<file path="src/hw/raster_settings.svh">
// ~~~~~~~~~~~~~~~~~~~~~~~~~~~~~~~~~~~~~~~~
// raster settings
// canvas size and colour width macros
// ~~~~~~~~~~~~~~~~~~~~~~~~~~~~~~~~~~~~~~~~

`ifndef RASTER_SETTINGS_SVH
`define RASTER_SETTINGS_SVH

`define COORD_W 5                          // 32 pixels per side
`define COLOR_W 24                         // 8 bits each of r, g, b

// one row major address per pixel
`define CANVAS_PIX (1 << (2 * `COORD_W))

`endif

</file>
<file path="src/hw/frame_pkg.sv">
// ~~~~~~~~~~~~~~~~~~~~~~~~~~~~~~~~~~~~~~~~
// frame package
// pixel coordinate, address and colour types
// ~~~~~~~~~~~~~~~~~~~~~~~~~~~~~~~~~~~~~~~~

`default_nettype none

`include "raster_settings.svh"

package frame_pkg;

	// one axis position on the canvas
	typedef logic [`COORD_W-1:0] coord_t;

	// frame buffer address as {row, column}
	typedef logic [2*`COORD_W-1:0] pix_addr_t;

	// packed rgb colour
	typedef logic [`COLOR_W-1:0] color_t;

endpackage

`default_nettype wire

</file>
<file path="src/hw/span_filler.sv">
// ~~~~~~~~~~~~~~~~~~~~~~~~~~~~~~~~~~~~~~~~
// span filler
// writes every pixel of each recorded row span
// ~~~~~~~~~~~~~~~~~~~~~~~~~~~~~~~~~~~~~~~~

`timescale 1ns/10ps
`default_nettype none

module span_filler (
	input  wire                      clk,
	input  wire                      rst,
	input  wire                      fill_start,
	output frame_pkg::coord_t        row,          // tracker read select
	input  wire                      row_valid,
	input  wire frame_pkg::coord_t   row_min,
	input  wire frame_pkg::coord_t   row_max,
	output logic                     fill_we,
	output frame_pkg::coord_t        fill_x,
	output frame_pkg::coord_t        fill_y,
	output logic                     fill_done
);
	import frame_pkg::*;

	localparam coord_t LAST_ROW = '1;

	logic   active;
	logic   in_span;                           // writing across the current row
	coord_t row_q;
	coord_t col_q;
	logic   last_row;
	logic   span_end;

	assign last_row  = (row_q == LAST_ROW);
	assign span_end  = in_span && (col_q == row_max);
	assign fill_done = active && last_row && (span_end || (!in_span && !row_valid));

	always_ff @(posedge clk)
	begin
		if (rst)
		begin
			active  <= 1'b0;
			in_span <= 1'b0;
			row_q   <= '0;
			col_q   <= '0;
		end
		else if (fill_start)
		begin
			active  <= 1'b1;
			in_span <= 1'b0;
			row_q   <= '0;
		end
		else if (fill_done)
		begin
			active  <= 1'b0;
			in_span <= 1'b0;
		end
		else if (active)
		begin
			if (!in_span)
			begin
				if (row_valid)
				begin
					in_span <= 1'b1;
					col_q   <= row_min;        // span starts next cycle
				end
				else
					row_q <= row_q + 1'b1;     // skip empty row
			end
			else if (span_end)
			begin
				in_span <= 1'b0;
				row_q   <= row_q + 1'b1;
			end
			else
				col_q <= col_q + 1'b1;
		end
	end

	assign row     = row_q;
	assign fill_we = active && in_span;
	assign fill_x  = col_q;
	assign fill_y  = row_q;

endmodule

`default_nettype wire

</file>
<file path="config.mk">
export PLATFORM = sky130hd
export DESIGN_NAME = span_filler
export DESIGN_NICKNAME = d
export VERILOG_FILES = /design/src/hw/frame_pkg.sv /design/src/hw/span_filler.sv
export VERILOG_INCLUDE_DIRS = /design/src /design/src/hw
export SDC_FILE = /design/constraint.sdc
export NUM_CORES = 1
export LEC_CHECK = 0
export ABC_CLOCK_PERIOD_IN_PS = 2300
export BUFFER_PORTS_ARGS = -buffer_cell sky130_fd_sc_hd__clkbuf_2
export CAP_MARGIN = 20
export CORE_MARGIN = 2
export CORE_UTILIZATION = 34
export CTS_BUF_LIST = sky130_fd_sc_hd__clkbuf_16
export DETAILED_ROUTE_END_ITERATION = 12
export HOLD_SLACK_MARGIN = 0.15
export PLACE_DENSITY = 0.55
export SYNTH_ARGS = -nofsm -noshare
export SYNTH_HDL_FRONTEND = slang
export SYNTH_SLANG_ARGS = --single-unit
</file>
<file path="constraint.sdc">
create_clock -name clk -period 2.3 [get_ports clk]
set_input_delay 0 -clock clk [delete_from_list [all_inputs] [get_ports clk]]
set_output_delay 0 -clock clk [all_outputs]
set_load 0.02 [all_outputs]
</file>
# Word-level counts from Yosys, hierarchy flattened

Cells that the tools add are included.
Widths: inputs -> output; s select.

Register bits: 12
Word-level logic and storage cells: 38
Input port bits: 14

Reduce and logical (&&, ||, !) cells: 14
Bitwise operators: 2
Equal/unequal tests: 5
Muxes and demuxes: 11
$add $sub $neg: 2

Operators by type and width:

| operator            | number |
|---|---|
| $mux 5              | 6 |
| $add 5x1->5 const B | 2 |
| $eq 5x5->1          | 1 |
| $eq 5x5->1 const B  | 1 |
| $logic_and 1x1->1   | 5 |
| $mux 1              | 5 |
| $reduce_and 5->1    | 1 |
| $ne 2x1->1 const B  | 2 |
| $reduce_and 4->1    | 1 |
| $reduce_bool 2->1   | 2 |
| $reduce_or 3->1     | 1 |
| $logic_not 1->1     | 2 |
| $ne 2x2->1 const B  | 1 |
| $not 1->1           | 2 |
| $reduce_or 2->1     | 1 |
| $logic_or 1x1->1    | 1 |

# Longest topological paths before layout

Gate-level depths: netlist (run 1).

Word-level depth: 6
Depth in mapped cells: 8
Mapped depth without buffers: 7

# Worst setup path before layout (run 1)

OpenSTA, ideal clock, no wires.

Kind: reg2reg
Start point: reg row_q[0], in the netlist fill_y[0]
End point: reg row_q[3], in the netlist fill_y[3]
Data arrival time: 1.692 ns
Data required time: 2.181 ns
Path slack: 0.489 ns
Setup time: 0.119 ns
Stages on the path, launching flop included: 9
Cells stage by stage: dfxtp_1 ha_1 and3_1 ha_1 nor2b_1 buf_1 and3_1 nand3_1 mux2i_1

Word-level cells in the longest chain between the ends: 5
Elaborated cells on any way between the ends: 9

Ends and longest elaborated chain:

| item                                                                | line              | RTL |
|---|---|---|
| start, declared                                                     | span_filler.sv:28 | `coord_t row_q;` |
| start signal, assigned                                              | span_filler.sv:67 | `row_q <= row_q + 1'b1;` |
| start signal, assigned                                              | span_filler.sv:72 | `row_q <= row_q + 1'b1;` |
| parallel branches: the longest is 5 deep, another holds $add 5x1->5 | -                 |  |

Parallel ways; which one is timed is not known. The select of a mux whose other input is x is not followed.
A chain may end at the register's enable or synchronous reset.

# Worst setup path in the final report (run 1)

Start point: reg in_span
End point: reg in_span

Word-level cells in the longest chain between the ends: 5
Elaborated cells on any way between the ends: 8

Ends and longest elaborated chain:

| item                      | line              | RTL |
|---|---|---|
| start, declared           | span_filler.sv:27 | `logic in_span;` |
| start signal, assigned    | span_filler.sv:42 | `in_span <= 1'b0;` |
| start signal, assigned    | span_filler.sv:49 | `in_span <= 1'b0;` |
| start signal, assigned    | span_filler.sv:55 | `in_span <= 1'b0;` |
| $logic_not 1->1           | -                 |  |
| $logic_and 1x1->1         | span_filler.sv:35 | `assign fill_done = active && last_row && (span_end \|\| (!in_span && !row_valid));` |
| $logic_or 1x1->1          | span_filler.sv:35 |  |
| $logic_and 1x1->1         | span_filler.sv:35 |  |
| $reduce_or 3->1 (no line) | -                 |  |

Several ways; a longest one is shown, not always the timed one.

==> results.toml, run 1 <==
[sta]
slew_headroom = 0.640
clock_skew_ns = 0.00118
min_period_ns = 2.00
rsz0062_at_grt = "false"
drv_slew = 0
hold_violations = 0
fmax_ghz = 0.500
setup_viol = 0
finalSetupTns_ns = 0
tightest_slew_ns = 0.539
min_period_over_period = 0.870

[floorplan]
die-width_um = 53.5
rows = 17
core_mm2 = 0.00225
start_util = 0.369
die_area_mm2 = 0.00286
die_height_um = 53.5
ios = 31

[setup_path]
ff2ff_setup_slack_ns = 0.30
cp-end-kind = "flop"
cp-startpoint = "in_span"
crit_type = "reg2reg"
setup.worst_path.start_class = "flop"
timing.rr.start = "in_span"
cp.arrival_ns = 2.12
cp-endpoint = "in_span"
cp_max_fo = 14
reg2reg_depth = 4
required_ns = 2.42
r2r-end = "in_span"

[pwr]
power_frac_seq = 0.364
ir_drop_uv = 385
report.power.total_uw = 621
power_density_mw_per_mm2 = 579
p_leak_nw = 0.476
switching_share = 0.233
pwr-share-comb = 0.118
power_frac_clock = 0.518
p_switching_uw = 145
power.internal_uw = 477

[route]
first_pass_iters = 6
drt_iter0_drc = 8
avgRoutedWirePerCell_um = 12.4
vias = 844
highest_layer = "met4"
drc = 0
met1_length_um = 942
wl_met2_um = 941
vias_per_cell = 5.24
ant_nets = 0
wirelength_mm = 1.99
wl_met3_um = 83

[cts]
path_clk_slew_ns = 0.04
cts_tree = "done"
ctsRootBufferMaster = "clkbuf_16"
cts_buffers = 3
htreeDepth = 1
cts.sinks = 12
clockBufferDepth = 2
clk_latency_ns = 0.24

[finish]
final_area_mm2 = 0.00107
final_core_util = 0.476
multi_input_area_um2 = 527
area_delta_synth_final_pct = 28.9
diodes = 0
drive_above_1_share = 0.286
regArea_um2 = 240
mostFrequentLayoutCells = "30 x clkbuf_2, 12 x a21oi_1, 12 x dfxtp_1, 9 x nand2_1"
nNetsFinal = 151
fillers = 254
final_common_cell = "clkbuf_2"
final_cells = 161

[global_route]
antenna_found_initial = 0
grt_pass1_vias = 721
grt_pass1_wl_mm = 3.24
grt_max_degree = 15
grt_usage = 0.156
grt_overflow_total = 0

[logic_synthesis]
synth-async-reset-ratio = 0
synth_top_area_frac = 0.289
synth_area_um2 = 832
syn-num-nets = 122
yosys.area.top_type = "dfxtp_1"
ys_types = 35
yosys_warnings = 0
syn_inst = 105
synth.avg_cell_area_um2 = 7.92
synth_ff_type = "dfxtp_1"
ys_seq_area_frac = 0.289
ys_seq_elements = 12
synth_edf_count = 0
yosys-top-cells-area = "dfxtp_1 29%, a21oi_1 7.2%, xnor2_1 5.3%"

[run_status]
status = "complete, no violations"

[place]
gp_congestion = 0.820
dp_cells = 154
place_area_um2 = 963
dp_hpwl_mm = 1.47
port_buffers = 30

[hold_path]
hold_class = "in2reg"

[run]
drv_cap = 0
[registers in the layout (all words and copies together) (netlist names)]
signal / count
fill_y: 5
fill_x: 5
in_span: 1
active: 1
[area by class of cell]
class	count	share of cell area
tap	28	0.0327
clock inverter	1	0.00350
timing repair buffer	33	0.168
inverter	3	0.0105
multi-input combinational	81	0.491
sequential	12	0.224
clock buffer	3	0.0700
[Yosys cell counts (2+ instances only)]
cell type / n
nand4b_1: 2
nor3_1: 2
nor2b_1: 3
nand2b_1: 3
a31oi_1: 2
nor2_1: 2
mux2i_1: 4
inv_1: 3
xnor2_1: 5
a21oi_1: 12
or3_1: 4
ha_1: 3
and3_1: 3
a41o_1: 2
nand3_1: 6
dfxtp_1: 12
o21ai_0: 6
clkbuf_1: 2
nand2_1: 9
buf_4: 5
[kinds of logic (layout without fill, tap and decap cells)]
family / Yosys count / count (layout) / share of synthesized area
buffers and inverters: 12 / 40 / 0.0782
XOR/XNOR: 5 / 5 / 0.0526
multiplexers: 4 / 4 / 0.0481
AND/OR/NAND/NOR: 41 / 41 / 0.278
flip-flops: 12 / 12 / 0.289
adder cells (fa/ha/maj): 3 / 3 / 0.0451
AO/OA/AOI/OAI: 28 / 28 / 0.209
[power groups by stage]
stage,sequential [mW],combinational [mW],clock [mW]
2_1_floorplan,0.231,0.0439,0
4_1_cts,0.226,0.0736,0.333
5_1_grt,0.228,0.0813,0.346
6_report,0.226,0.0730,0.322
3_5_place_dp,0.230,0.0699,0
3_3_place_gp,0.230,0.0695,0
[routing by layer]
layer | up-vias | global-route usage
met2 | 17 | 0.241
met1 | 388 | 0.206
met5 | - | 0
li1 | 435 | -
met3 | 4 | 0.0367
met4 | 0 | 0.0641
[metrics by stage]
stage	hold WS, ns	setup slack, ns
floorplan	0.0897	0.489
CTS	0.152	0.281
finish	0.152	0.299
global placement	0.316	0.458
detailed placement	0.328	0.392
global route	0.186	0.148
[how the worst min path moves through the flow]
| stage | endpoint | from | cells after the start | slack (ns) |
|---|---|---|---|---|
| after detailed placement | in_span | fill_start | 2 | 0.33 |
| after CTS | fill_x[0] | row_min[0] | 4 | 0.15 |
| after floorplan | in_span | fill_start | 1 | 0.09 |
| final | fill_x[0] | row_min[0] | 4 | 0.15 |
| after global routing | fill_x[0] | row_min[0] | 4 | 0.19 |
| after global placement | in_span | fill_start | 2 | 0.32 |
[worst max-delay path, cell delays in order (launching register included)]
cell and delay (ns):
dfxtp_1 0.65, nand4_2 0.24, nor2_2 0.28, a2111oi_0 0.14
dlygate4sd3_1 0.57
[what timing repair did]
| action | in CTS | in global routing |
|---|---|---|
| gates resized for setup | 0 | 0 |
| buffers inserted | 0 | 0 |
| hold buffers | 3 | 0 |
| endpoints found under the hold margin | 6 | 0 |
No activity file was read; power rests on OpenSTA's default activity.
==> run 2, diff against run 1 <==
--- a/config.mk
+++ b/config.mk
@@ -9,12 +9,12 @@
 export ABC_CLOCK_PERIOD_IN_PS = 2300
 export BUFFER_PORTS_ARGS = -buffer_cell sky130_fd_sc_hd__clkbuf_2
 export CAP_MARGIN = 20
-export CORE_MARGIN = 2
 export CORE_UTILIZATION = 34
 export CTS_BUF_LIST = sky130_fd_sc_hd__clkbuf_16
 export DETAILED_ROUTE_END_ITERATION = 12
 export HOLD_SLACK_MARGIN = 0.15
 export PLACE_DENSITY = 0.55
+export SKIP_LAST_GASP = 1
 export SYNTH_ARGS = -nofsm -noshare
 export SYNTH_HDL_FRONTEND = slang
 export SYNTH_SLANG_ARGS = --single-unit
==> run 2 against run 1 <==
Clock skew up 0.0049 ns. Via count up 0.36%. Final area up 0.93%. Power up 0.73%. Register-to-register slack worse by 0.02 ns.
==> results.toml, run 2 (same netlist as run 1, synthesis figures left out) <==
[finish]
fillers = 240
diodes = 0
mostFrequentLayoutCells = "30 x clkbuf_2, 12 x a21oi_1, 12 x dfxtp_1, 9 x nand2_1"
area_delta_synth_final_pct = 30.1
final_common_cell = "clkbuf_2"
nNetsFinal = 152
regArea_um2 = 240
multi_input_area_um2 = 527
final_cells = 162
drive_above_1_share = 0.284
final_area_mm2 = 0.00108

[sta]
tightest_slew_ns = 0.551
whs_ns = 0.155
rsz0062_at_grt = "false"
slew_headroom = 0.632
hold_violations = 0
min_period_ns = 2.02
drv_slew = 0
clock_skew_ns = 0.00608
finalSetupTns_ns = 0
fmax_ghz = 0.495
setup_viol = 0
min_period_over_period = 0.878

[route]
drt_iter0_drc = 19
vias_per_cell = 5.23
first_pass_iters = 4
ant_nets = 0
avgRoutedWirePerCell_um = 11.7
drc = 0
wirelength_mm = 1.90
vias = 847

[global_route]
grt_max_degree = 15
grt_pass1_vias = 723
grt_usage = 0.160
grt_pass1_wl_mm = 3.16
antenna_found_initial = 0
grt_overflow_total = 0

[setup_path]
cp.arrival_ns = 2.15
cp-startpoint = "in_span"
cp_max_fo = 14
crit_type = "reg2reg"
required_ns = 2.43
cp-end-kind = "flop"
timing.critical_path.slowest_cell_delay_ns = 0.66
slowest_stage = "dfxtp_1"
timing.rr.start = "in_span"
ff2ff_setup_slack_ns = 0.28
setup.worst_path.start_class = "flop"
worstPathCellList = "nand4_2, nor2_2, a2111oi_0, dlygate4sd3_1"

[pwr]
power_frac_seq = 0.362
p_leak_nw = 0.480
switching_share = 0.236
pwr-share-comb = 0.119
ir_drop_uv = 386
p_switching_uw = 148
power_frac_clock = 0.520
power.internal_uw = 478
power_density_mw_per_mm2 = 578

[cts]
path_clk_slew_ns = 0.05
clockBufferDepth = 2
clk_latency_ns = 0.24
ctsRootBufferMaster = "clkbuf_16"
cts.sinks = 12
htreeDepth = 1
cts_buffers = 3
cts_tree = "done"

[floorplan]
die_height_um = 51.5
core_mm2 = 0.00225
die_area_mm2 = 0.00265
ios = 31
start_util = 0.369
die-width_um = 51.5
rows = 17

[run_status]
status = "complete, no violations"

[hold_path]
min_from = "row_min[1]"
hold_class = "in2reg"

[place]
port_buffers = 30
gp_congestion = 0.793
dp_hpwl_mm = 1.39
dp_cells = 154
place_area_um2 = 963

[run]
drv_cap = 0
==> run 2: per-stage QoR <==
stage | worst slack (ns) | power, mW | util
final | 0.282 | 0.626 | 0.480
after global routing | 0.126 | 0.652 | 0.480
after CTS | 0.288 | 0.632 | 0.480
after detailed placement | 0.413 | 0.300 | 0.427
after global placement | 0.458 | 0.299 | 0.427
after floorplan | 0.489 | 0.275 | -
==> run 2: what timing repair did <==
| action | in CTS | in global routing |
|---|---|---|
| gates resized for setup | 0 | 0 |
| buffers inserted | 0 | 0 |
| hold buffers | 4 | 0 |
| hold endpoints to repair | 6 | 0 |
==> run 2: area by class of cell <==
class | instances | share of cell area
clock buffers | 3 | 0.0694
clock inverters | 1 | 0.00347
inverters | 3 | 0.0104
multi-input cells | 81 | 0.487
flip-flops and latches | 12 | 0.222
well taps | 28 | 0.0324
repair buffers | 34 | 0.176
==> run 2: routing by layer <==
layer | GRT usage | wire length (um) | part of all wire | vias to the layer above
met5 | 0 | 0 | 0 | -
met2 | 0.251 | 848 | 0.45 | 19
met1 | 0.203 | 950 | 0.50 | 385
li1 | - | - | - | 438
met3 | 0.0446 | 68 | 0.036 | 5
met4 | 0.0676 | 27 | 0.014 | 0
==> run 2: worst paths after layout <==
kind | cells after the start | endpoint
setup reg to reg | 4 | in_span
hold reg to reg | 2 | fill_y[3]
hold / removal | 4 | fill_x[1]
setup / recovery | 4 | in_span
==> run 2: critical path, delay by kind of cell (launching register included) <==
family,cells,cell delay (ns)
AOI/OAI and AO/OA,1,0.15
buffers and inverters,1,0.57
DFF,1,0.66
and+or+nand+nor,2,0.52
==> run 2: power groups by stage <==
stage	Combinational, mW	Clock (mW)	Sequential [mW]
2_1_floorplan	0.0439	0	0.231
3_3_place_gp	0.0690	0	0.230
3_5_place_dp	0.0698	0	0.230
4_1_cts	0.0747	0.331	0.226
5_1_grt	0.0824	0.342	0.228
6_report	0.0742	0.325	0.226
