$ cat src/hw/raster_settings.svh
// ~~~~~~~~~~~~~~~~~~~~~~~~~~~~~~~~~~~~~~~~
// raster settings
// canvas size and colour width macros
// ~~~~~~~~~~~~~~~~~~~~~~~~~~~~~~~~~~~~~~~~

`ifndef RASTER_SETTINGS_SVH
`define RASTER_SETTINGS_SVH

`define COORD_W 5                          // 32 pixels per side
`define COLOR_W 24                         // 8 bits each of r, g, b

// one row major address per pixel
`define CANVAS_PIX (1 << (2 * `COORD_W))

`endif

$ cat src/hw/frame_pkg.sv
// ~~~~~~~~~~~~~~~~~~~~~~~~~~~~~~~~~~~~~~~~
// frame package
// pixel coordinate, address and colour types
// ~~~~~~~~~~~~~~~~~~~~~~~~~~~~~~~~~~~~~~~~

`default_nettype none

`include "raster_settings.svh"

package frame_pkg;

	// one axis position on the canvas
	typedef logic [`COORD_W-1:0] coord_t;

	// frame buffer address as {row, column}
	typedef logic [2*`COORD_W-1:0] pix_addr_t;

	// packed rgb colour
	typedef logic [`COLOR_W-1:0] color_t;

endpackage

`default_nettype wire

$ cat src/hw/line_stepper.sv
// ~~~~~~~~~~~~~~~~~~~~~~~~~~~~~~~~~~~~~~~~
// line stepper
// bresenham edge walker, one pixel per clock
// ~~~~~~~~~~~~~~~~~~~~~~~~~~~~~~~~~~~~~~~~

`timescale 1ns/10ps
`default_nettype none

`include "raster_settings.svh"

module line_stepper (
	input  wire                      clk,
	input  wire                      rst,
	input  wire                      edge_start,   // loads a new edge
	input  wire frame_pkg::coord_t   ax,
	input  wire frame_pkg::coord_t   ay,
	input  wire frame_pkg::coord_t   bx,
	input  wire frame_pkg::coord_t   by,
	output logic                     pix_valid,
	output frame_pkg::coord_t        px,
	output frame_pkg::coord_t        py,
	output logic                     edge_done     // with the endpoint pixel
);
	import frame_pkg::*;

	localparam int ERR_W = `COORD_W + 4;       // holds twice the largest error

	logic                    active;
	coord_t                  cur_x;
	coord_t                  cur_y;
	coord_t                  end_x;
	coord_t                  end_y;
	logic                    neg_x;
	logic                    neg_y;
	coord_t                  abs_x;
	coord_t                  abs_y;
	logic signed [ERR_W-1:0] abs_x_w;
	logic signed [ERR_W-1:0] abs_y_w;
	logic signed [ERR_W-1:0] dx;
	logic signed [ERR_W-1:0] dy;               // kept negative
	logic signed [ERR_W-1:0] err;
	logic signed [ERR_W-1:0] e2;
	logic signed [ERR_W-1:0] err_next;
	logic                    step_x;
	logic                    step_y;
	logic                    at_end;

	assign abs_x   = (bx >= ax) ? bx - ax : ax - bx;
	assign abs_y   = (by >= ay) ? by - ay : ay - by;
	assign abs_x_w = $signed({{(ERR_W-`COORD_W){1'b0}}, abs_x});
	assign abs_y_w = $signed({{(ERR_W-`COORD_W){1'b0}}, abs_y});

	assign e2     = err <<< 1;
	assign step_x = (e2 >= dy);
	assign step_y = (e2 <= dx);
	assign at_end = (cur_x == end_x) && (cur_y == end_y);

	// both steps may apply on a diagonal move
	always_comb
	begin
		err_next = err;
		if (step_x)
			err_next = err_next + dy;
		if (step_y)
			err_next = err_next + dx;
	end

	always_ff @(posedge clk)
	begin
		if (rst)
			active <= 1'b0;
		else if (edge_start)
			active <= 1'b1;
		else if (active && at_end)
			active <= 1'b0;                    // endpoint just emitted
	end

	always_ff @(posedge clk)
	begin
		if (edge_start)
		begin
			cur_x <= ax;
			cur_y <= ay;
			end_x <= bx;
			end_y <= by;
			neg_x <= (bx < ax);
			neg_y <= (by < ay);
			dx    <= abs_x_w;
			dy    <= -abs_y_w;
			err   <= abs_x_w - abs_y_w;        // dx + dy with dy negated
		end
		else if (active && !at_end)
		begin
			err <= err_next;
			if (step_x)
				cur_x <= neg_x ? cur_x - 1'b1 : cur_x + 1'b1;
			if (step_y)
				cur_y <= neg_y ? cur_y - 1'b1 : cur_y + 1'b1;
		end
	end

	assign pix_valid = active;
	assign px        = cur_x;
	assign py        = cur_y;
	assign edge_done = active && at_end;

endmodule

`default_nettype wire

$ cat config.mk
export PLATFORM = sky130hd
export DESIGN_NAME = line_stepper
export DESIGN_NICKNAME = d
export VERILOG_FILES = /design/src/hw/frame_pkg.sv /design/src/hw/line_stepper.sv
export VERILOG_INCLUDE_DIRS = /design/src /design/src/hw
export SDC_FILE = /design/constraint.sdc
export NUM_CORES = 1
export LEC_CHECK = 0
export BUFFER_PORTS_ARGS = -buffer_cell sky130_fd_sc_hd__buf_2
export CORE_AREA = 4 4 113 115
export DETAILED_ROUTE_END_ITERATION = 8
export DIE_AREA = 0 0 117 119
export GPL_TIMING_DRIVEN = 0
export PLACE_DENSITY_LB_ADDON = 0.08
export SLEW_MARGIN = 20
export SYNTH_ARGS = -nofsm -noshare
export SYNTH_HDL_FRONTEND = slang
export SYNTH_SLANG_ARGS = --single-unit
$ cat constraint.sdc
create_clock -name clk -period 9.3 [get_ports clk]
set_input_delay 0.465 -clock clk [delete_from_list [all_inputs] [get_ports clk]]
set_output_delay 0.465 -clock clk [all_outputs]
set_load 0.02 [all_outputs]
Yosys cells after proc, flatten, opt, wreduce, memory -nomap -nowiden:

Cells that the tools add are included.

* logic and storage cells: 56
* input port bits: 23
* output and inout bits: 12
* register bits after elaboration: 46

* eq/ne operators: 2
* mux-type cells: 16
* $lt $le $gt $ge: 6
* add/subtract/negate cells: 12
* reduce and logical (&&, ||, !) cells: 10

Operators by type and width (number)
* 5-bit two-way mux: 10
* 9-bit two-way mux: 4
* 5-bit subtractor: 4
* 5-bit by 1-bit adder with 5-bit output (second input constant): 2
* 5-bit == test: 2
* 5-bit >= comparator: 2
* 5-bit less-than comparator: 2
* 5-bit by 1-bit subtractor with 5-bit output (second input constant): 2
* 9-bit by 6-bit adder with 9-bit output: 1
* 9-bit adder: 1
* 9-bit >= comparator: 1
* 9-bit by 6-bit less-or-equal comparator with 1-bit output: 1
* 5-bit negator with 9-bit output: 1
* 2-bit nonzero test: 4
* 5-bit by 5-bit subtractor with 6-bit output: 1
* 2-bit AND reduction: 2
* 1-bit logical AND: 3
* 1-bit two-way mux: 2
* 1-bit logical NOT: 1

Logic depth before layout (Yosys ltp):

Gate-level depths: netlist of run 1.

* depth after elaboration: 6
* gate-level depth with buffers: 17
* depth with buffers taken out: 16

Worst setup path before layout of run 1:

No wires, ideal clock.

* path type: flip-flop to flip-flop
* start: register err[1]
* end: register err[6] (data pin)
* buffers on the path: 1
* cell stages (with the launch flop): 17
* setup slack: 5.728 ns
* library setup time: 0.268 ns
* data arrival time: 3.304 ns
* data required time: 9.032 ns
* period minus slack after synthesis: 3.572 ns
* cell sequence: edfxtp_1 > ha_1 > o211ai_1 > a21oi_1 > nor4_1 > o21ai_1 > clkbuf_1 > mux2_2 > ha_1 > fa_1 > a21o_1 > a21oi_1 > inv_1 > a21oi_1 > nor3_1 > xor2_1 > o21ai_0

* word-level cells in the longest chain between the ends: 6
* elaborated cells on any way between the ends: 8
* classes of those cells: 2 x add/sub; 2 x order compare; 4 x mux

Ends and longest elaborated chain
* start, declared: line line_stepper.sv:41 `logic signed [ERR_W-1:0] err;`
* start signal, assigned: line line_stepper.sv:90 `err <= abs_x_w - abs_y_w;`
* start signal, assigned: line line_stepper.sv:94 `err <= err_next;`
* 9-bit adder or 9-bit >= comparator (tied branches): line line_stepper.sv:63, line_stepper.sv:54
* 9-bit two-way mux: line line_stepper.sv:62 `if (step_x)`
* 9-bit by 6-bit adder with 9-bit output: line line_stepper.sv:65 `err_next = err_next + dx;`
* 9-bit two-way mux *: line line_stepper.sv:64 `if (step_y)`
* 9-bit two-way mux *: line line_stepper.sv:92 `else if (active && !at_end)`
* 9-bit two-way mux *: line line_stepper.sv:80 `if (edge_start)`

Mark *: on every way between the ends. The rest lies on a longest branch, timed or not. The select of a mux whose other input is x is not followed.
A chain may end at the register's enable or synchronous reset.

Worst setup path after layout of run 1:

* start: register err[1]
* end: register err[4] (data pin)

Same word-level chain as after synthesis.

==> results of run 1 <==
cells in the final DEF, fill, tap and decap left out, types with 2 or more instances in the layout:
cell	netlist	layout
o21ai_0	28	28
mux2_2	6	6
nand4_1	2	2
nor2b_1	4	4
nor2_1	22	22
nand3_1	5	5
o21bai_1	5	5
o21a_1	5	5
nor4_1	3	3
inv_1	60	60
a311o_1	2	2
a21o_1	11	11
clkbuf_1	6	6
clkinv_1	0	2
nand2b_1	3	3
a211oi_1	5	5
mux2i_1	9	9
xnor2_1	19	19
fa_1	9	9
nand2_1	19	19
nor3_1	2	2
edfxtp_1	44	44
and2_1	2	2
ha_1	55	55
xor2_1	19	19
buf_2	0	34
clkbuf_16	0	5
a21oi_1	38	38
worst max-delay path by stage:
stage	startpoint	slack (ns)	cells after the start	endpoint
floorplan	err[1]	5.73	16	err[6]
global placement	err[1]	5.06	15	err[4]
detailed placement	err[1]	5.06	15	err[4]
CTS	err[1]	5.03	15	err[4]
global route	err[3]	4.78	16	err[6]
finish	err[1]	5.09	15	err[4]
metal layers:
layer,vias up,global-route usage [%],wire length (µm)
li1,1494,-,-
met1,1338,19.3,4350
met2,50,22.0,4230
met3,10,2.54,305
met4,0,3.37,116
met5,-,0,0
layout make-up:
| type | count | area, µm² | share of cell area, % |
|---|---|---|---|
| Multi-Input combinational cell | 293 | 2370 | 53.2 |
| Sequential cell | 45 | 1340 | 30.2 |
| Inverter | 60 | 225 | 5.06 |
| Tap cell | 147 | 184 | 4.14 |
| Timing Repair Buffer | 34 | 170 | 3.83 |
| Clock buffer | 5 | 125 | 2.81 |
| Buffer | 6 | 22.5 | 0.506 |
| Clock inverter | 3 | 12.5 | 0.281 |
cell families after synthesis:
kind of cell	Yosys count	synth area share, %
AND/OR/NAND/NOR	70	8.60
flip-flops	45	33.9
XOR/XNOR	39	8.82
multiplexers	16	4.36
adder cells (fa/ha/maj)	64	21.9
buffers and inverters	66	6.26
AO/OA/AOI/OAI	104	16.1
registers in the layout, summed over array words and instances (netlist names):
signal,cells
px,5
pix_valid,1
end_y,5
neg_y,1
err,8
py,5
neg_x,1
end_x,5
dx,5
dy,9
Yosys cell counts, types with 6 or more instances:
cell type,number,area [µm²]
xor2_1,19,166
xnor2_1,19,166
ha_1,55,688
a21oi_1,38,190
mux2_2,6,67.6
mux2i_1,9,90.1
nand2_1,19,71.3
o21ai_0,28,140
clkbuf_1,6,22.5
a21o_1,11,82.6
nor2_1,22,82.6
inv_1,60,225
fa_1,9,180
edfxtp_1,44,1320
stage by stage:
stage | cell area (µm²) | cells
4_1_cts | 4450 | 593
3_3_place_gp | 4310 | 585
5_1_grt | 4450 | 593
2_1_floorplan | 3960 | 404
6_report | 4450 | 593
3_5_place_dp | 4310 | 585
power breakdown:
part	leakage, nW	switching [mW]	internal, mW
Combinational	1.52	0.410	0.342
Sequential	0.445	0.0541	0.294
Clock	0.0687	0.0727	0.0972
Total	2.03	0.537	0.733
==> impl_metrics.csv, run 1 <==
group,metric,value,unit
status,status,"complete, no violations",
clocking,clk_latency,0.28,ns
die,dieArea,0.0139,mm²
synthesis,syn_area_per_cell,9.79,µm²
finish,layout-drive-gt1-share,12.8,%
setup_path,worstSetupEndpointType,"flop",
pwr,total_power,1.27,mW
global_route,grt_overflow,0,
timing,whs,0.326,ns
die,core.rowCount,40,
setup_path,worst_path_most_repeated_cell,"a21oi_1",
timing,period_minus_slack,4.21,ns
timing,worst_pin_slew,0.764,ns
flow_run,maxCapViolations,0,
synthesis,synth-async-reset-ratio,0,%
die,io_pins,35,
setup_path,worstPathRequired,9.31,ns
global_route,grt_max_degree,32,
detailed_routing,viasPerCell,4.88,
clocking,clk_pin_slew,0.06,ns
finish,fill_cells,1220,
synthesis,synth-edff-count,44,
setup_path,cpPeakStageDelay,0.50,ns
global_route,track_usage,13.8,%
die,initial_core_util,33.5,%
synthesis,synthFlopType,"edfxtp_1",
setup_path,ff2ff_path_depth,15,
timing,setup_tns,0,ns
placement,portBuffers,34,
worst_hold_path,hold_depth,2,
die,core-area,0.0118,mm²
finish,final_util,37.7,%
finish,antenna_cells,0,
synthesis,synth_seq_area_share,33.9,%
setup_path,rr_startpoint,"err[1]",
timing,maxSlewHeadroom,48.5,%
setup_path,r2r_slack,5.09,ns
setup_path,cp.arrival,4.22,ns
clocking,cts_max_path_buffers,2,
synthesis,synth_area,0.00396,mm²
detailed_routing,ant_nets,0,
synthesis,syn-num-nets,491,
setup_path,path_cells,"ha_1, o211ai_1, a21oi_1, nor4_1, o21ai_1, clkbuf_1, mux2_2, ha_1, fa_1, a21o_1, a21oi_1, xor2_1, nor2_1, a211oi_1, a21oi_1",
synthesis,syn_inst,404,
clocking,cts_hold_buf,0,
setup_path,cp_top_family,"compound AO/OA/AOI/OAI gates",
die,fp.dieH,119,µm
timing,finalMaxSlewViolations,0,
detailed_routing,route.detailed.drc,0,
finish,finalNetCount,532,
finish,areaGrowthSynthToFinish,12.4,%
timing,skew,0.00530,ns
detailed_routing,drt_first_pass_iters,4,
pwr,vdd_ir_drop_max,0.0865,mV
setup_path,crit_fanout,10,
setup_path,critPathKind,"reg2reg",
placement,dp_slack,5.06,ns
worst_hold_path,min-delay-start,"rst",
setup_path,r2r_end,"err[4]",
timing,period_share,45.2,%
clocking,cts_resized,0,
clocking,root_buffer,"clkbuf_16",
timing,hold_violations,0,
synthesis,synth.distinct_cells,46,
worst_hold_path,hold_class,"in2reg",
placement,routabilityCongestion,0.799,
placement,dp_hpwl,7470,µm
setup_path,cp.buffers_inverters,1,
pwr,power.density,286,mW/mm²
detailed_routing,drt_iter0_drc,171,
setup_path,critPathLaunchType,"flop",
clocking,h-tree-depth,2,
die,fp.dieW,117,µm
clocking,cts_inserted_buffers,5,
setup_path,slowest_stage,"edfxtp_1",
global_route,grt_pass1_wl,15200,µm
synthesis,yosys_warnings,0,
timing,rsz0062_at_grt,"no",
synthesis,synth_seq_cells,45,
clocking,cts_tree,"yes",
timing,fmax,0.238,GHz
global_route,first_global_vias,2957,
detailed_routing,wl_per_cell,15.2,µm
timing,setup_violations,0,
detailed_routing,drt_wl_total,9010,µm
pwr,leakagePower,2.03,nW
worst_hold_path,hold_end,"pix_valid",
clocking,postCtsSetupBuffers,0,
timing,setup_ws,5.09,ns
global_route,antenna_found_initial,0,
clocking,cts_sinks,45,
detailed_routing,vias,2892,
No activity file was read; power rests on OpenSTA's default activity.
==> run 2: changes to the inputs <==
Clock period 9.3 ns to 4.4 ns, I/O delays scaled along.
==> impl_metrics.csv, run 2 (synthesis results as in run 1) <==
group,metric,value,unit
pwr,seqPwrFrac,27.4,%
die,dieArea,0.0139,mm²
finish,fill_cells,1220,
pwr,power.density,604,mW/mm²
timing,skew,0.00530,ns
die,initial_core_util,33.5,%
pwr,p_clk_share,13.4,%
global_route,grt_overflow,0,
finish,stdcell_count,593,
pwr,combPwrFrac,59.2,%
global_route,grt_max_degree,32,
finish,multi_input_area,0.00237,mm²
detailed_routing,viasPerCell,4.87,
timing,hold_violations,0,
clocking,postCtsSetupBuffers,0,
finish,antenna_cells,0,
die,fp.dieW,117,µm
timing,maxSlewHeadroom,48.5,%
global_route,grt_pass1_wl,15200,µm
finish,seqCellArea,0.00134,mm²
setup_path,critPathLaunchType,"flop",
status,status,"complete, no violations",
clocking,cts_sinks,45,
setup_path,crit_fanout,10,
clocking,cts_tree,"yes",
die,core-area,0.0118,mm²
clocking,cts_resized,0,
setup_path,worstPathRequired,4.41,ns
clocking,cts_max_path_buffers,2,
placement,dp_hpwl,7470,µm
placement,routabilityCongestion,0.799,
global_route,first_global_vias,2957,
timing,worst_pin_slew,0.764,ns
detailed_routing,drt_first_pass_iters,5,
clocking,root_buffer,"clkbuf_16",
detailed_routing,ant_nets,0,
clocking,clk_latency,0.28,ns
timing,finalMaxSlewViolations,0,
finish,areaGrowthSynthToFinish,12.5,%
clocking,cts_hold_buf,0,
timing,setup_tns,0,ns
flow_run,maxCapViolations,0,
clocking,h-tree-depth,2,
finish,regMostFlops,"dy",
worst_hold_path,hold_class,"in2reg",
detailed_routing,wl_per_cell,15.2,µm
timing,fmax,0.248,GHz
global_route,antenna_found_initial,0,
finish,largestRegisters,"dy (9), err (8)",
die,core.rowCount,40,
setup_path,cp.arrival,4.04,ns
setup_path,worstSetupEndpointType,"flop",
die,io_pins,35,
detailed_routing,vias,2889,
detailed_routing,drt_wl_total,9010,µm
detailed_routing,route.detailed.drc,0,
die,fp.dieH,119,µm
finish,layout_common_cells,"60 x inv_1, 55 x ha_1, 44 x edfxtp_1, 38 x a21oi_1, 34 x buf_2",
setup_path,critPathKind,"reg2reg",
timing,period_share,91.6,%
timing,setup_violations,0,
pwr,internal-power,1.55,mW
pwr,vdd_ir_drop_max,0.183,mV
clocking,cts_inserted_buffers,5,
finish,layout-drive-gt1-share,13.0,%
placement,placed_cells,585,
detailed_routing,drt_iter0_drc,171,
pwr,switchingPower,1.13,mW
timing,period_minus_slack,4.03,ns
placement,portBuffers,34,
timing,rsz0062_at_grt,"no",
pwr,swShare,42.2,%
global_route,track_usage,13.8,%
clocking,clk_pin_slew,0.06,ns
finish,largest_register_ffs,9,
finish,final_common_cell,"inv_1",
pwr,leakagePower,2.04,nW
finish,finalNetCount,532,
-- run 2: final cells by class --
type	instances	area share (%)
clock inverter	3	0.281
timing repair buffer	34	3.82
inverter	60	5.06
tap	147	4.13
sequential	45	30.1
buffer	6	0.534
clock buffer	5	2.81
multi-input combinational	293	53.2
-- run 2: power by group through the flow --
stage | Clock, mW | Sequential [mW] | Combinational (mW)
floorplan | 0 | 0.740 | 1.22
global placement | 0 | 0.749 | 1.58
detailed placement | 0 | 0.747 | 1.59
CTS | 0.368 | 0.738 | 1.61
global route | 0.387 | 0.755 | 1.82
finish | 0.359 | 0.736 | 1.59
-- run 2: worst max-delay path: stages (launching register included) --
cell and delay, ns:
edfxtp_1 0.50, ha_1 0.32, o211ai_1 0.07, a21oi_1 0.16, nor4_1 0.08, o21ai_1 0.29
clkbuf_2 0.33, mux2_2 0.39, ha_1 0.22, fa_1 0.41, a21o_1 0.19, a21oi_1 0.22
xor2_1 0.17, nor2_1 0.05, a211oi_1 0.27, a21oi_1 0.06
-- run 2: layer usage --
layer / global-route usage, % / vias to the layer above / share of wire, %
li1: - / 1494 / -
met1: 19.3 / 1337 / 48
met2: 22.0 / 48 / 47
met3: 2.54 / 10 / 3.4
met4: 3.37 / 0 / 1.3
met5: 0 / - / 0
-- run 2: path summary, 6_finish.rpt --
check	cells after the start	start	slack (ns)	to
max	15	err[1]	0.37	err[4]
min	2	rst	0.08	pix_valid
max reg2reg	15	err[1]	0.37	err[4]
min reg2reg	2	pix_valid	0.56	pix_valid
-- run 2: metrics by stage --
step / cell area [µm²] / power [mW] / utilization [%] / hold slack (ns) / setup slack [ns]
floorplan: 3960 / 1.96 / - / 0.289 / 0.828
CTS: 4450 / 2.72 / 37.7 / 0.0768 / 0.133
detailed placement: 4310 / 2.34 / 36.5 / 0.380 / 0.161
global route: 4450 / 2.96 / 37.7 / 0.0847 / 0.0795
global placement: 4310 / 2.33 / 36.5 / 0.392 / 0.155
finish: 4450 / 2.69 / 37.7 / 0.0814 / 0.370
