<file path="src/hw/raster_settings.svh">
// ~~~~~~~~~~~~~~~~~~~~~~~~~~~~~~~~~~~~~~~~
// raster settings
// canvas size and colour width macros
// ~~~~~~~~~~~~~~~~~~~~~~~~~~~~~~~~~~~~~~~~

`ifndef RASTER_SETTINGS_SVH
`define RASTER_SETTINGS_SVH

`define COORD_W 5                          // 32 pixels per side
`define COLOR_W 24                         // 8 bits each of r, g, b

// one row major address per pixel
`define CANVAS_PIX (1 << (2 * `COORD_W))

`endif

</file>
<file path="src/hw/frame_pkg.sv">
// ~~~~~~~~~~~~~~~~~~~~~~~~~~~~~~~~~~~~~~~~
// frame package
// pixel coordinate, address and colour types
// ~~~~~~~~~~~~~~~~~~~~~~~~~~~~~~~~~~~~~~~~

`default_nettype none

`include "raster_settings.svh"

package frame_pkg;

	// one axis position on the canvas
	typedef logic [`COORD_W-1:0] coord_t;

	// frame buffer address as {row, column}
	typedef logic [2*`COORD_W-1:0] pix_addr_t;

	// packed rgb colour
	typedef logic [`COLOR_W-1:0] color_t;

endpackage

`default_nettype wire

</file>
<file path="src/hw/shape_pkg.sv">
// ~~~~~~~~~~~~~~~~~~~~~~~~~~~~~~~~~~~~~~~~
// shape package
// draw opcodes and controller states
// ~~~~~~~~~~~~~~~~~~~~~~~~~~~~~~~~~~~~~~~~

`default_nettype none

package shape_pkg;

	// host command opcodes
	typedef enum logic [1:0] {
		op_clear   = 2'd0,                 // paint every pixel with color
		op_line    = 2'd1,                 // v0 to v1 only
		op_outline = 2'd2,                 // three edges
		op_fill    = 2'd3                  // three edges then row spans
	} shape_op_e;

	// draw controller sequence
	typedef enum logic [2:0] {
		idle     = 3'd0,
		clearing = 3'd1,
		edge_a   = 3'd2,                   // v0 -> v1
		edge_b   = 3'd3,                   // v1 -> v2
		edge_c   = 3'd4,                   // v2 -> v0
		filling  = 3'd5,
		finish   = 3'd6                    // done pulse
	} draw_state_e;

endpackage

`default_nettype wire

</file>
<file path="src/hw/draw_controller.sv">
// ~~~~~~~~~~~~~~~~~~~~~~~~~~~~~~~~~~~~~~~~
// draw controller
// sequences clear, edges and fill per command
// ~~~~~~~~~~~~~~~~~~~~~~~~~~~~~~~~~~~~~~~~

`timescale 1ns/10ps
`default_nettype none

`include "raster_settings.svh"

module draw_controller (
	input  wire                        clk,
	input  wire                        rst,
	input  wire                        start,
	input  wire shape_pkg::shape_op_e  op,
	input  wire frame_pkg::coord_t     x0,
	input  wire frame_pkg::coord_t     y0,
	input  wire frame_pkg::coord_t     x1,
	input  wire frame_pkg::coord_t     y1,
	input  wire frame_pkg::coord_t     x2,
	input  wire frame_pkg::coord_t     y2,
	input  wire frame_pkg::color_t     color,
	output logic                       busy,
	output logic                       done,
	output logic                       edge_start,
	output frame_pkg::coord_t          ax,
	output frame_pkg::coord_t          ay,
	output frame_pkg::coord_t          bx,
	output frame_pkg::coord_t          by,
	input  wire                        edge_done,
	input  wire                        pix_valid,
	input  wire frame_pkg::coord_t     px,
	input  wire frame_pkg::coord_t     py,
	output logic                       trk_clear,
	output logic                       fill_start,
	input  wire                        fill_we,
	input  wire frame_pkg::coord_t     fill_x,
	input  wire frame_pkg::coord_t     fill_y,
	input  wire                        fill_done,
	output logic                       wr_en,
	output frame_pkg::pix_addr_t       wr_addr,
	output frame_pkg::color_t          wr_data
);
	import shape_pkg::*;
	import frame_pkg::*;

	localparam pix_addr_t LAST_ADDR = pix_addr_t'(`CANVAS_PIX - 1);

	draw_state_e state;
	shape_op_e   cmd_op;
	coord_t      cx0;
	coord_t      cy0;
	coord_t      cx1;
	coord_t      cy1;
	coord_t      cx2;
	coord_t      cy2;
	color_t      cmd_color;
	pix_addr_t   clr_addr;
	logic        accept;

	assign accept = start && (state == idle);  // starts elsewhere are dropped

	always_ff @(posedge clk)
	begin
		if (rst)
		begin
			state      <= idle;
			edge_start <= 1'b0;
			trk_clear  <= 1'b0;
			fill_start <= 1'b0;
			clr_addr   <= '0;
		end
		else
		begin
			edge_start <= 1'b0;
			trk_clear  <= 1'b0;
			fill_start <= 1'b0;
			case (state)
			idle:
				if (accept)
				begin
					clr_addr <= '0;
					if (op == op_clear)
						state <= clearing;
					else
					begin
						state      <= edge_a;
						edge_start <= 1'b1;
						trk_clear  <= (op == op_fill);
					end
				end
			clearing:
			begin
				clr_addr <= clr_addr + 1'b1;
				if (clr_addr == LAST_ADDR)
					state <= finish;
			end
			edge_a:
				if (edge_done)
				begin
					if (cmd_op == op_line)
						state <= finish;
					else
					begin
						state      <= edge_b;
						edge_start <= 1'b1;
					end
				end
			edge_b:
				if (edge_done)
				begin
					state      <= edge_c;
					edge_start <= 1'b1;
				end
			edge_c:
				if (edge_done)
				begin
					if (cmd_op == op_fill)
					begin
						state      <= filling;
						fill_start <= 1'b1;
					end
					else
						state <= finish;
				end
			filling:
				if (fill_done)
					state <= finish;
			default:
				state <= idle;                 // finish lasts one cycle
			endcase
		end
	end

	always_ff @(posedge clk)
	begin
		if (accept)
		begin
			cmd_op    <= op;
			cx0       <= x0;
			cy0       <= y0;
			cx1       <= x1;
			cy1       <= y1;
			cx2       <= x2;
			cy2       <= y2;
			cmd_color <= color;
		end
	end

	// edge endpoints follow the state
	always_comb
	begin
		case (state)
		edge_b:
		begin
			ax = cx1;
			ay = cy1;
			bx = cx2;
			by = cy2;
		end
		edge_c:
		begin
			ax = cx2;
			ay = cy2;
			bx = cx0;
			by = cy0;
		end
		default:
		begin
			ax = cx0;
			ay = cy0;
			bx = cx1;
			by = cy1;
		end
		endcase
	end

	always_comb
	begin
		wr_en   = 1'b0;
		wr_addr = {py, px};
		wr_data = cmd_color;
		case (state)
		clearing:
		begin
			wr_en   = 1'b1;
			wr_addr = clr_addr;
		end
		edge_a, edge_b, edge_c:
			wr_en = pix_valid;
		filling:
		begin
			wr_en   = fill_we;
			wr_addr = {fill_y, fill_x};
		end
		default:
			wr_en = 1'b0;
		endcase
	end

	assign busy = (state != idle) && (state != finish);
	assign done = (state == finish);

endmodule

`default_nettype wire

</file>
<file path="config.mk">
export PLATFORM = sky130hd
export DESIGN_NAME = draw_controller
export DESIGN_NICKNAME = d
export VERILOG_FILES = /design/src/hw/frame_pkg.sv /design/src/hw/shape_pkg.sv /design/src/hw/draw_controller.sv
export VERILOG_INCLUDE_DIRS = /design/src /design/src/hw
export SDC_FILE = /design/constraint.sdc
export NUM_CORES = 1
export LEC_CHECK = 0
export BUFFER_PORTS_ARGS = -buffer_cell sky130_fd_sc_hd__buf_2
export CELL_PAD_IN_SITES_DETAIL_PLACEMENT = 1
export CELL_PAD_IN_SITES_GLOBAL_PLACEMENT = 1
export CORE_MARGIN = 2
export CORE_UTILIZATION = 38
export CTS_CLUSTER_DIAMETER = 120
export DETAILED_ROUTE_END_ITERATION = 8
export PLACE_DENSITY = 0.88
export RECOVER_POWER = 25
export SKIP_CTS_REPAIR_TIMING = 1
export SLEW_MARGIN = 20
export SYNTH_ARGS = -nofsm -noshare
export SYNTH_HDL_FRONTEND = slang
export SYNTH_SLANG_ARGS = --single-unit
</file>
<file path="constraint.sdc">
create_clock -name clk -period 4.2 [get_ports clk]
set_clock_uncertainty 0.1 [all_clocks]
set_input_delay 0 -clock clk [delete_from_list [all_inputs] [get_ports clk]]
set_output_delay 0 -clock clk [all_outputs]
set_load 0.01 [all_outputs]
</file>
# Yosys cells after proc, flatten, opt, wreduce, memory -nomap -nowiden
# Index checks and enable logic that the tools add are counted.
# classes
reduce_logical	11
eq_ne	17
bitwise	4
n_mux	25
n_addsub	1
# ops
cell	count
case mux 10 bit (2 select lines)	2
case mux 5 bit (2 select lines)	4
two-way mux 3 bit	7
case mux 3 bit (6 select lines)	1
inequality test 2 bit (second input constant)	6
adder 10 x 1 -> 10 bit (second input constant)	1
== test 10 bit (second input constant)	1
two-way mux 10 bit	1
== test 3 bit (second input constant)	3
== test 3 x 2 -> 1 bit (second input constant)	2
two-way mux 1 bit	6
case mux 1 bit (3 select lines)	2
AND reduction 6 bit	1
OR reduction 3 bit	2
== test 2 bit (second input constant)	2
two-way mux 2 bit	2
inverter 1 bit	4
OR reduction 4 bit	1
== test 3 x 1 -> 1 bit (second input constant)	1
logical NOT 3 bit	1
inequality test 3 bit (second input constant)	1
nonzero test 3 bit	1
== test 2 x 1 -> 1 bit (second input constant)	1
logical AND 1 bit	2
other kinds (3)	3
# word_totals
out_inout_bits	60
register_bits	72
input_bits	83
wordCells	71

# Longest topological paths before layout
# Gate-level depths: netlist (run 1).
# logic_depth
word_depth	4
ltp_mapped	6
mapped_depth_nobuf	5

# Worst setup path after synthesis (run 1)
# OpenSTA, ideal clock, no wires.
# synth_timing
path_type	register to register
startpoint	reg state[2]
endpoint	reg edge_start
arrival_ns	2.643
t_required_ns	4.030
period_less_slack_ns	2.812
stages_incl_launch_ff	6
setup_ns	0.070
path_slack_ns	1.388
path_buffers	1
cell_sequence	dfxtp_1 -> buf_6 -> or4b_2 -> inv_1 -> o21ai_0 -> a21oi_1
# synth_via
elab_chain_len	4
word_cells_on_any_way	6
cone_classes	eq/ne (2); mux (2); reduce/logical (2)
# synth_rtl
element	line	rtl
from (decl)	draw_controller.sv:49	draw_state_e state;
from (signal assigned)	draw_controller.sv:67	state <= idle;
from (signal assigned)	draw_controller.sv:84	state <= clearing;
from (signal assigned)	draw_controller.sv:87	state <= edge_a;
logical NOT 3 bit	draw_controller.sv:61, draw_controller.sv:78	
logical AND 1 bit	draw_controller.sv:61	assign accept = start && (state == idle);
two-way mux 1 bit	draw_controller.sv:80	if (accept)
case mux 1 bit (3 select lines) (*)	draw_controller.sv:78	case (state)
to (signal assigned)	draw_controller.sv:68	edge_start <= 1'b0;
to (signal assigned)	draw_controller.sv:75	edge_start <= 1'b0;
to (signal assigned)	draw_controller.sv:88	edge_start <= 1'b1;
to (decl)	draw_controller.sv:25	output logic edge_start,
# Mark *: on every way between the ends. The rest lies on a longest branch, timed or not.
# A chain may end at the register's enable or synchronous reset.

# Final worst setup path (run 1)
# layout_timing
startpoint	reg state[2]
endpoint	out ax[0]
# layout_via
elab_chain_len	2
word_cells_on_any_way	3
cone_classes	eq/ne (2); mux (1)
# layout_rtl
element	line	rtl
== test 3 bit / == test 3 x 2 -> 1 bit (equally long branches)	draw_controller.sv:153	case (state)
case mux 5 bit (2 select lines) (*)	draw_controller.sv:153	
to (decl)	draw_controller.sv:26	output frame_pkg::coord_t ax,
# Marked as above.

==> impl_metrics.toml, run 1 <==
[yosys]
synth_top_cells_by_area = "edfxtp_1, dfxtp_1, nand2_1, a22oi_1, mux2i_1"
syn_nets = 360
synth_top_family_by_area = "simple AND/OR/NAND/NOR gates"
yosysUniqueCellTypes = 46
synthCells = 276
yosysTopAreaCellShare_pct = 53.5
synth_top_flop_cell = "edfxtp_1"
synth-adder-area-share_pct = 0.398
synth_xor_area_share_pct = 0.279
synth_area_per_cell_um2 = 11.4
synth_edf_count = 56
synth_top_area_cell = "edfxtp_1"
synth_mux_area_share_pct = 3.86
synthArstFlopShare_pct = 0
yosysSeqAreaShare_pct = 63.7
synth-seq-cells = 72
synth-compound-area-share_pct = 13.3
synth-simple-area-share_pct = 15.4
synth_area_um2 = 3140
yosys_warnings = 0

[clock_tree]
clockBufferDepth = 2
cts-root-buf = "clkbuf_8"
htree_levels = 3
cts_buffers = 9
cts_sinks = 72
cts_tree = "built"
path_clk_slew_ns = 0.08
clkLatencyLatePin_ns = 0.34

[floorplanning]
ios = 143
initial_utilization_pct = 38.7
coreArea_um2 = 8130
dieHeight_um = 95.0
row_count = 33
die_w_um = 95.0
die-area_um2 = 9020

[timing]
max_freq_mhz = 316
tightest_slew_ns = 1.11
relSlewSlack_pct = 25.6
fin_ws_ns = 1.03
rsz0062_at_grt = "false"
setup_tns_ns = 0
hold_violations = 0
fin_crit_ns = 3.17
fin_crit_sh_pct = 75.4
maxSlewViolCount = 0
setup_viol = 0

[critical_path]
cp-start-kind = "flop"
cp_max_fo = 27
crit_required_ns = 4.10
end_kind = "primary output"
crit_type = "flop to primary output"
arrival_ns = 3.07

[route]
viasPerCell = 5.16
wl_um = 10600
vias = 3006
drc = 0
top_layer = "met4"
wl_per_cell_um = 18.2
first_pass_iters = 4
route.met3.wl_um = 487
final_antenna_net_count = 0
dr_wl_met2_um = 6140
wl_met1_um = 3870
drtIter0Drc = 125

[power_and_ir_drop]
combPwrFrac_pct = 35.1
power_switching_share_pct = 37.9
power_mw = 2.64
clkPwrFrac_pct = 22.6
peakVddDrop_mv = 0.344
power_leakage_nw = 2.00
p_int_mw = 1.64
power.switching_mw = 0.999
seq_power_share_pct = 42.3
powerDensity_nw_per_um2 = 558

[placed_design]
pre_cts_slack_ns = 1.43
dpl_cell_area_um2 = 3940
io_buffers = 142
place_congestion = 0.787
place_hpwl_um = 6260

[grt]
track_usage_pct = 19.1
grt_pass1_wl_um = 13200
grt_pass1_vias = 2867
grt_max_degree = 28
gr-total-overflow = 0
antenna_found_initial = 0

[final_layout]
synthToLayoutAreaGrowth_pct = 50.4
fillers = 892
final_area_um2 = 4730
antenna_cells = 0
drive_above_1_share_pct = 34.9
final_nets = 557

[run]
drv_cap = 0

[worst_hold_path]
worst_hold_path_type = "primary input to flop"

[outcome]
outcome = "finished, final reports clean"
[power by group through the flow]
| stage | sequential, mW | clock, mW | combinational (mW) |
|---|---|---|---|
| after floorplan | 1.09 | 0 | 0.542 |
| after global placement | 1.11 | 0 | 0.835 |
| after detailed placement | 1.12 | 0 | 0.869 |
| after CTS | 1.11 | 0.588 | 0.871 |
| after global routing | 1.14 | 0.636 | 1.02 |
| final | 1.12 | 0.596 | 0.927 |
[cell type report]
| class | count | area [um2] | share of cell area (%) |
|---|---|---|---|
| inverter | 4 | 15.0 | 0.317 |
| sequential | 72 | 2000 | 42.3 |
| tap | 105 | 131 | 2.78 |
| clock buffer | 9 | 124 | 2.62 |
| timing repair buffer | 204 | 1320 | 27.9 |
| clock inverter | 7 | 86.3 | 1.83 |
| multi-input combinational | 182 | 1050 | 22.2 |
[critical path: stages, from the launching register on]
cell,delay [ns]
dfxtp_1,1.06
and3b_1,0.53
nor2_1,0.55
buf_4,0.29
nand2_1,0.08
nand2_1,0.07
buf_2,0.13
[worst paths after layout]
| path | from | to | slack, ns | cells past startpoint |
|---|---|---|---|---|
| setup reg to reg | state[2] | edge_start | 1.46 | 5 |
| hold / removal | start | trk_clear | 0.008 | 3 |
| hold reg to reg | clr_addr[9] | clr_addr[9] | 0.46 | 2 |
| setup / recovery | state[2] | ax[0] | 1.03 | 6 |
[per-layer routing]
| layer | vias up | track usage, % |
|---|---|---|
| met3 | 11 | 5.27 |
| met5 | - | 0 |
| met4 | 0 | 7.37 |
| met2 | 94 | 33.9 |
| met1 | 1484 | 21.7 |
| li1 | 1417 | - |
[cells by family (layout without fill, tap and decap cells)]
group	after synthesis	in the layout
AOI/OAI and AO/OA	63	63
buffers and inverters	22	224
DFF	72	72
muxes	12	12
xor gates and xnor gates	1	1
adders and majority gates	1	1
and+or+nand+nor	105	105
[flip-flops by register name (all words and copies together) (netlist names)]
register / cells
cy1: 5
cy0: 5
clr_addr: 10
trk_clear: 1
cy2: 5
cmd_op: 2
wr_data: 24
cx2: 5
fill_start: 1
edge_start: 1
cx1: 5
state: 3
cx0: 5
[cells in the final DEF (no fill, tap or decap), drive strengths merged, types with 2 or more instances in the layout]
| cell type | instances |
|---|---|
| dlygate4sd3 | 58 |
| clkbuf | 9 |
| nor2b | 2 |
| edfxtp | 56 |
| a31oi | 2 |
| a311oi | 3 |
| buf | 146 |
| nand3 | 4 |
| o22ai | 3 |
| nor3b | 3 |
| nand2b | 3 |
| a22oi | 22 |
| nor3 | 5 |
| o21ai | 16 |
| dfxtp | 16 |
| a21oi | 7 |
| o31ai | 2 |
| mux2i | 11 |
| inv | 8 |
| nor2 | 14 |
| o211ai | 2 |
| nand2 | 62 |
[per-stage QoR]
| stage | cells | hold WS, ns | utilization, % |
|---|---|---|---|
| after floorplan | 276 | -0.00113 | - |
| after global placement | 509 | 0.0766 | 48.4 |
| after detailed placement | 509 | 0.0783 | 48.4 |
| after CTS | 525 | -0.289 | 51.0 |
| after global routing | 583 | 0.0147 | 58.1 |
| final | 583 | 0.00810 | 58.1 |
[synthesized netlist by cell type (2+ instances only)]
cell type,instances
clkbuf_1,13
nand2b_1,3
nor2b_1,2
o31ai_1,2
o21ai_0,16
a31oi_1,2
nand3_1,4
mux2i_1,11
a21oi_1,7
a311oi_1,3
inv_1,4
a22oi_1,22
dfxtp_1,16
nor3_1,5
nor3b_1,2
edfxtp_1,56
o22ai_1,3
o211ai_1,2
nor2_1,14
buf_2,2
nand2_1,62
Power figures use the tool's default switching activity.
==> run 2: changes to the inputs <==
Settings changed: CORE_UTILIZATION 38 to 32, PLACE_DENSITY 0.88 to 0.8.
Clock period 4.2 ns to 2.7 ns, I/O delays scaled along.
==> run 2 against run 1 <==
The run now ends with negative hold slack left. Sequential power up 51%. Clock-buffer cell count is 1 higher. Global-route usage down 2.7 points. Combinational power grew 60%. Die area is 18% higher. Wire length down 8.2%. Worst setup slack got worse by 0.74 ns. Flip-flop and latch count stayed put. Register-to-register slack got worse by 1.0 ns. Design area up 0.13%. Critical path depth did not move. Largest cell class unchanged.
==> impl_metrics.toml, run 2 (synthesized netlist as in run 1, its figures left out) <==
[worst_hold_path]
min_from = "rst"
hold_path_depth = 2
worst_hold_path_type = "primary input to flop"
min_delay_worst_endpoint = "clr_addr[1]"

[power_and_ir_drop]
powerDensity_nw_per_um2 = 829
peakVddDrop_mv = 0.427
power_leakage_nw = 1.97

[clock_tree]
clockBufferDepth = 2
cts_buffers = 9
path_clk_slew_ns = 0.08
clkLatencyLatePin_ns = 0.33
htree_levels = 3
cts_sinks = 72
cts-root-buf = "clkbuf_8"
cts_tree = "built"

[final_layout]
layout_common_cells = "buf_2, nand2_1, dlygate4sd3_1"
drive_above_1_share_pct = 35.1
synthToLayoutAreaGrowth_pct = 50.6
final_nets = 558
largest_register_ff_count = 24
antenna_cells = 0
final_area_um2 = 4740
final_common_cell = "buf_2"

[timing]
relSlewSlack_pct = 53.2
fin_crit_ns = 2.41
fin_crit_sh_pct = 89.2
hold_violations = 8
holdWs_ns = -0.0534
rsz0062_at_grt = "false"
setup_viol = 0
max_freq_mhz = 415
maxSlewViolCount = 0
tightest_slew_ns = 0.700
setup_tns_ns = 0

[critical_path]
cpMostUsedCell = "nand2_1"
rrSetupSlack_ns = 0.46
slowest_stage = "dfxtp_1"
end_kind = "primary output"
rr_startpoint = "state[0]"
r2r_cells = 3
crit_family = "simple AND/OR/NAND/NOR gates"
r2r_end = "cx2[3]"
crit_required_ns = 2.60
max_stage_delay_ns = 0.69
arrival_ns = 2.31
crit_type = "flop to primary output"
crit_buf_inv = 2
cp_cell_sequence = "nor3b_2, nor2_1, buf_4, nand2_1, nand2_1, buf_2"
cp_max_fo = 18
cp-start-kind = "flop"

[floorplanning]
coreArea_um2 = 9640
ios = 143
die-area_um2 = 10600
initial_utilization_pct = 32.6
dieHeight_um = 103
die_w_um = 103
row_count = 36

[outcome]
violations = "negative hold slack"
outcome = "complete, but fails checks"

[route]
vias = 2902
viasPerCell = 4.74
drc = 0
drtIter0Drc = 56
final_antenna_net_count = 0
wl_per_cell_um = 15.9
wl_um = 9760
first_pass_iters = 4

[grt]
antenna_found_initial = 0
grt_pass1_wl_um = 13600
gr-total-overflow = 0
grt_max_degree = 34
grt_pass1_vias = 2842
track_usage_pct = 16.3

[placed_design]
place_congestion = 0.743
dpl_cell_area_um2 = 3990
place_hpwl_um = 6630
io_buffers = 142

[run]
drv_cap = 0
## run 2: cell types whose count changed in the layout (fill, tap and decap cells not counted), sizes merged
| cell | previous run | this run |
|---|---|---|
| buf | 146 | 148 |
| bufinv | 1 | 0 |
| clkbuf | 9 | 10 |
| clkinv | 1 | 2 |
| clkinvlp | 1 | 4 |
| dlygate4sd3 | 58 | 57 |
| inv | 8 | 4 |
## run 2: how the worst max path moves through the flow
stage | start | end | slack (ns) | cells after the start
after floorplan | state[2] | edge_start | 0.44 | 5
after global placement | state[0] | wr_data[11] | 0.54 | 3
after detailed placement | state[0] | wr_data[18] | 0.49 | 3
after CTS | state[0] | bx[2] | 0.24 | 6
after global routing | state[0] | by[4] | 0.04 | 6
final | state[0] | ay[4] | 0.29 | 6
## run 2: metrics by stage
step	hold slack, ns	total power [mW]	utilization (%)	instances	setup slack, ns
global route	0.00255	4.20	49.1	612	0.0413
floorplan	-0.00113	2.54	-	276	0.438
finish	-0.0534	3.93	49.1	612	0.292
detailed placement	0.0787	3.12	41.4	539	0.491
CTS	-0.281	3.88	43.2	555	0.236
global placement	0.0770	3.06	41.4	539	0.544
## run 2: power by group
part | internal [mW] | switching, mW
logic | 0.586 | 0.896
clock network | 0.337 | 0.422
registers | 1.52 | 0.162
## run 2: layout make-up
cell class | instances | area, um2
inverters | 4 | 18.8
clock buffers | 10 | 128
well taps | 133 | 166
multi-input cells | 182 | 1050
fillers | 1122 | 4900
flip-flops and latches | 72 | 2000
clock inverters | 6 | 45.0
repair buffers | 205 | 1330
## run 2: layer usage
metal  GRT usage (%)  vias up  share of wire, %
met3            3.66        4               3.7
li1                -     1416                 -
met5               0        -                 0
met4            4.15        0              0.69
met2            29.4       62                56
met1            19.8     1420                39
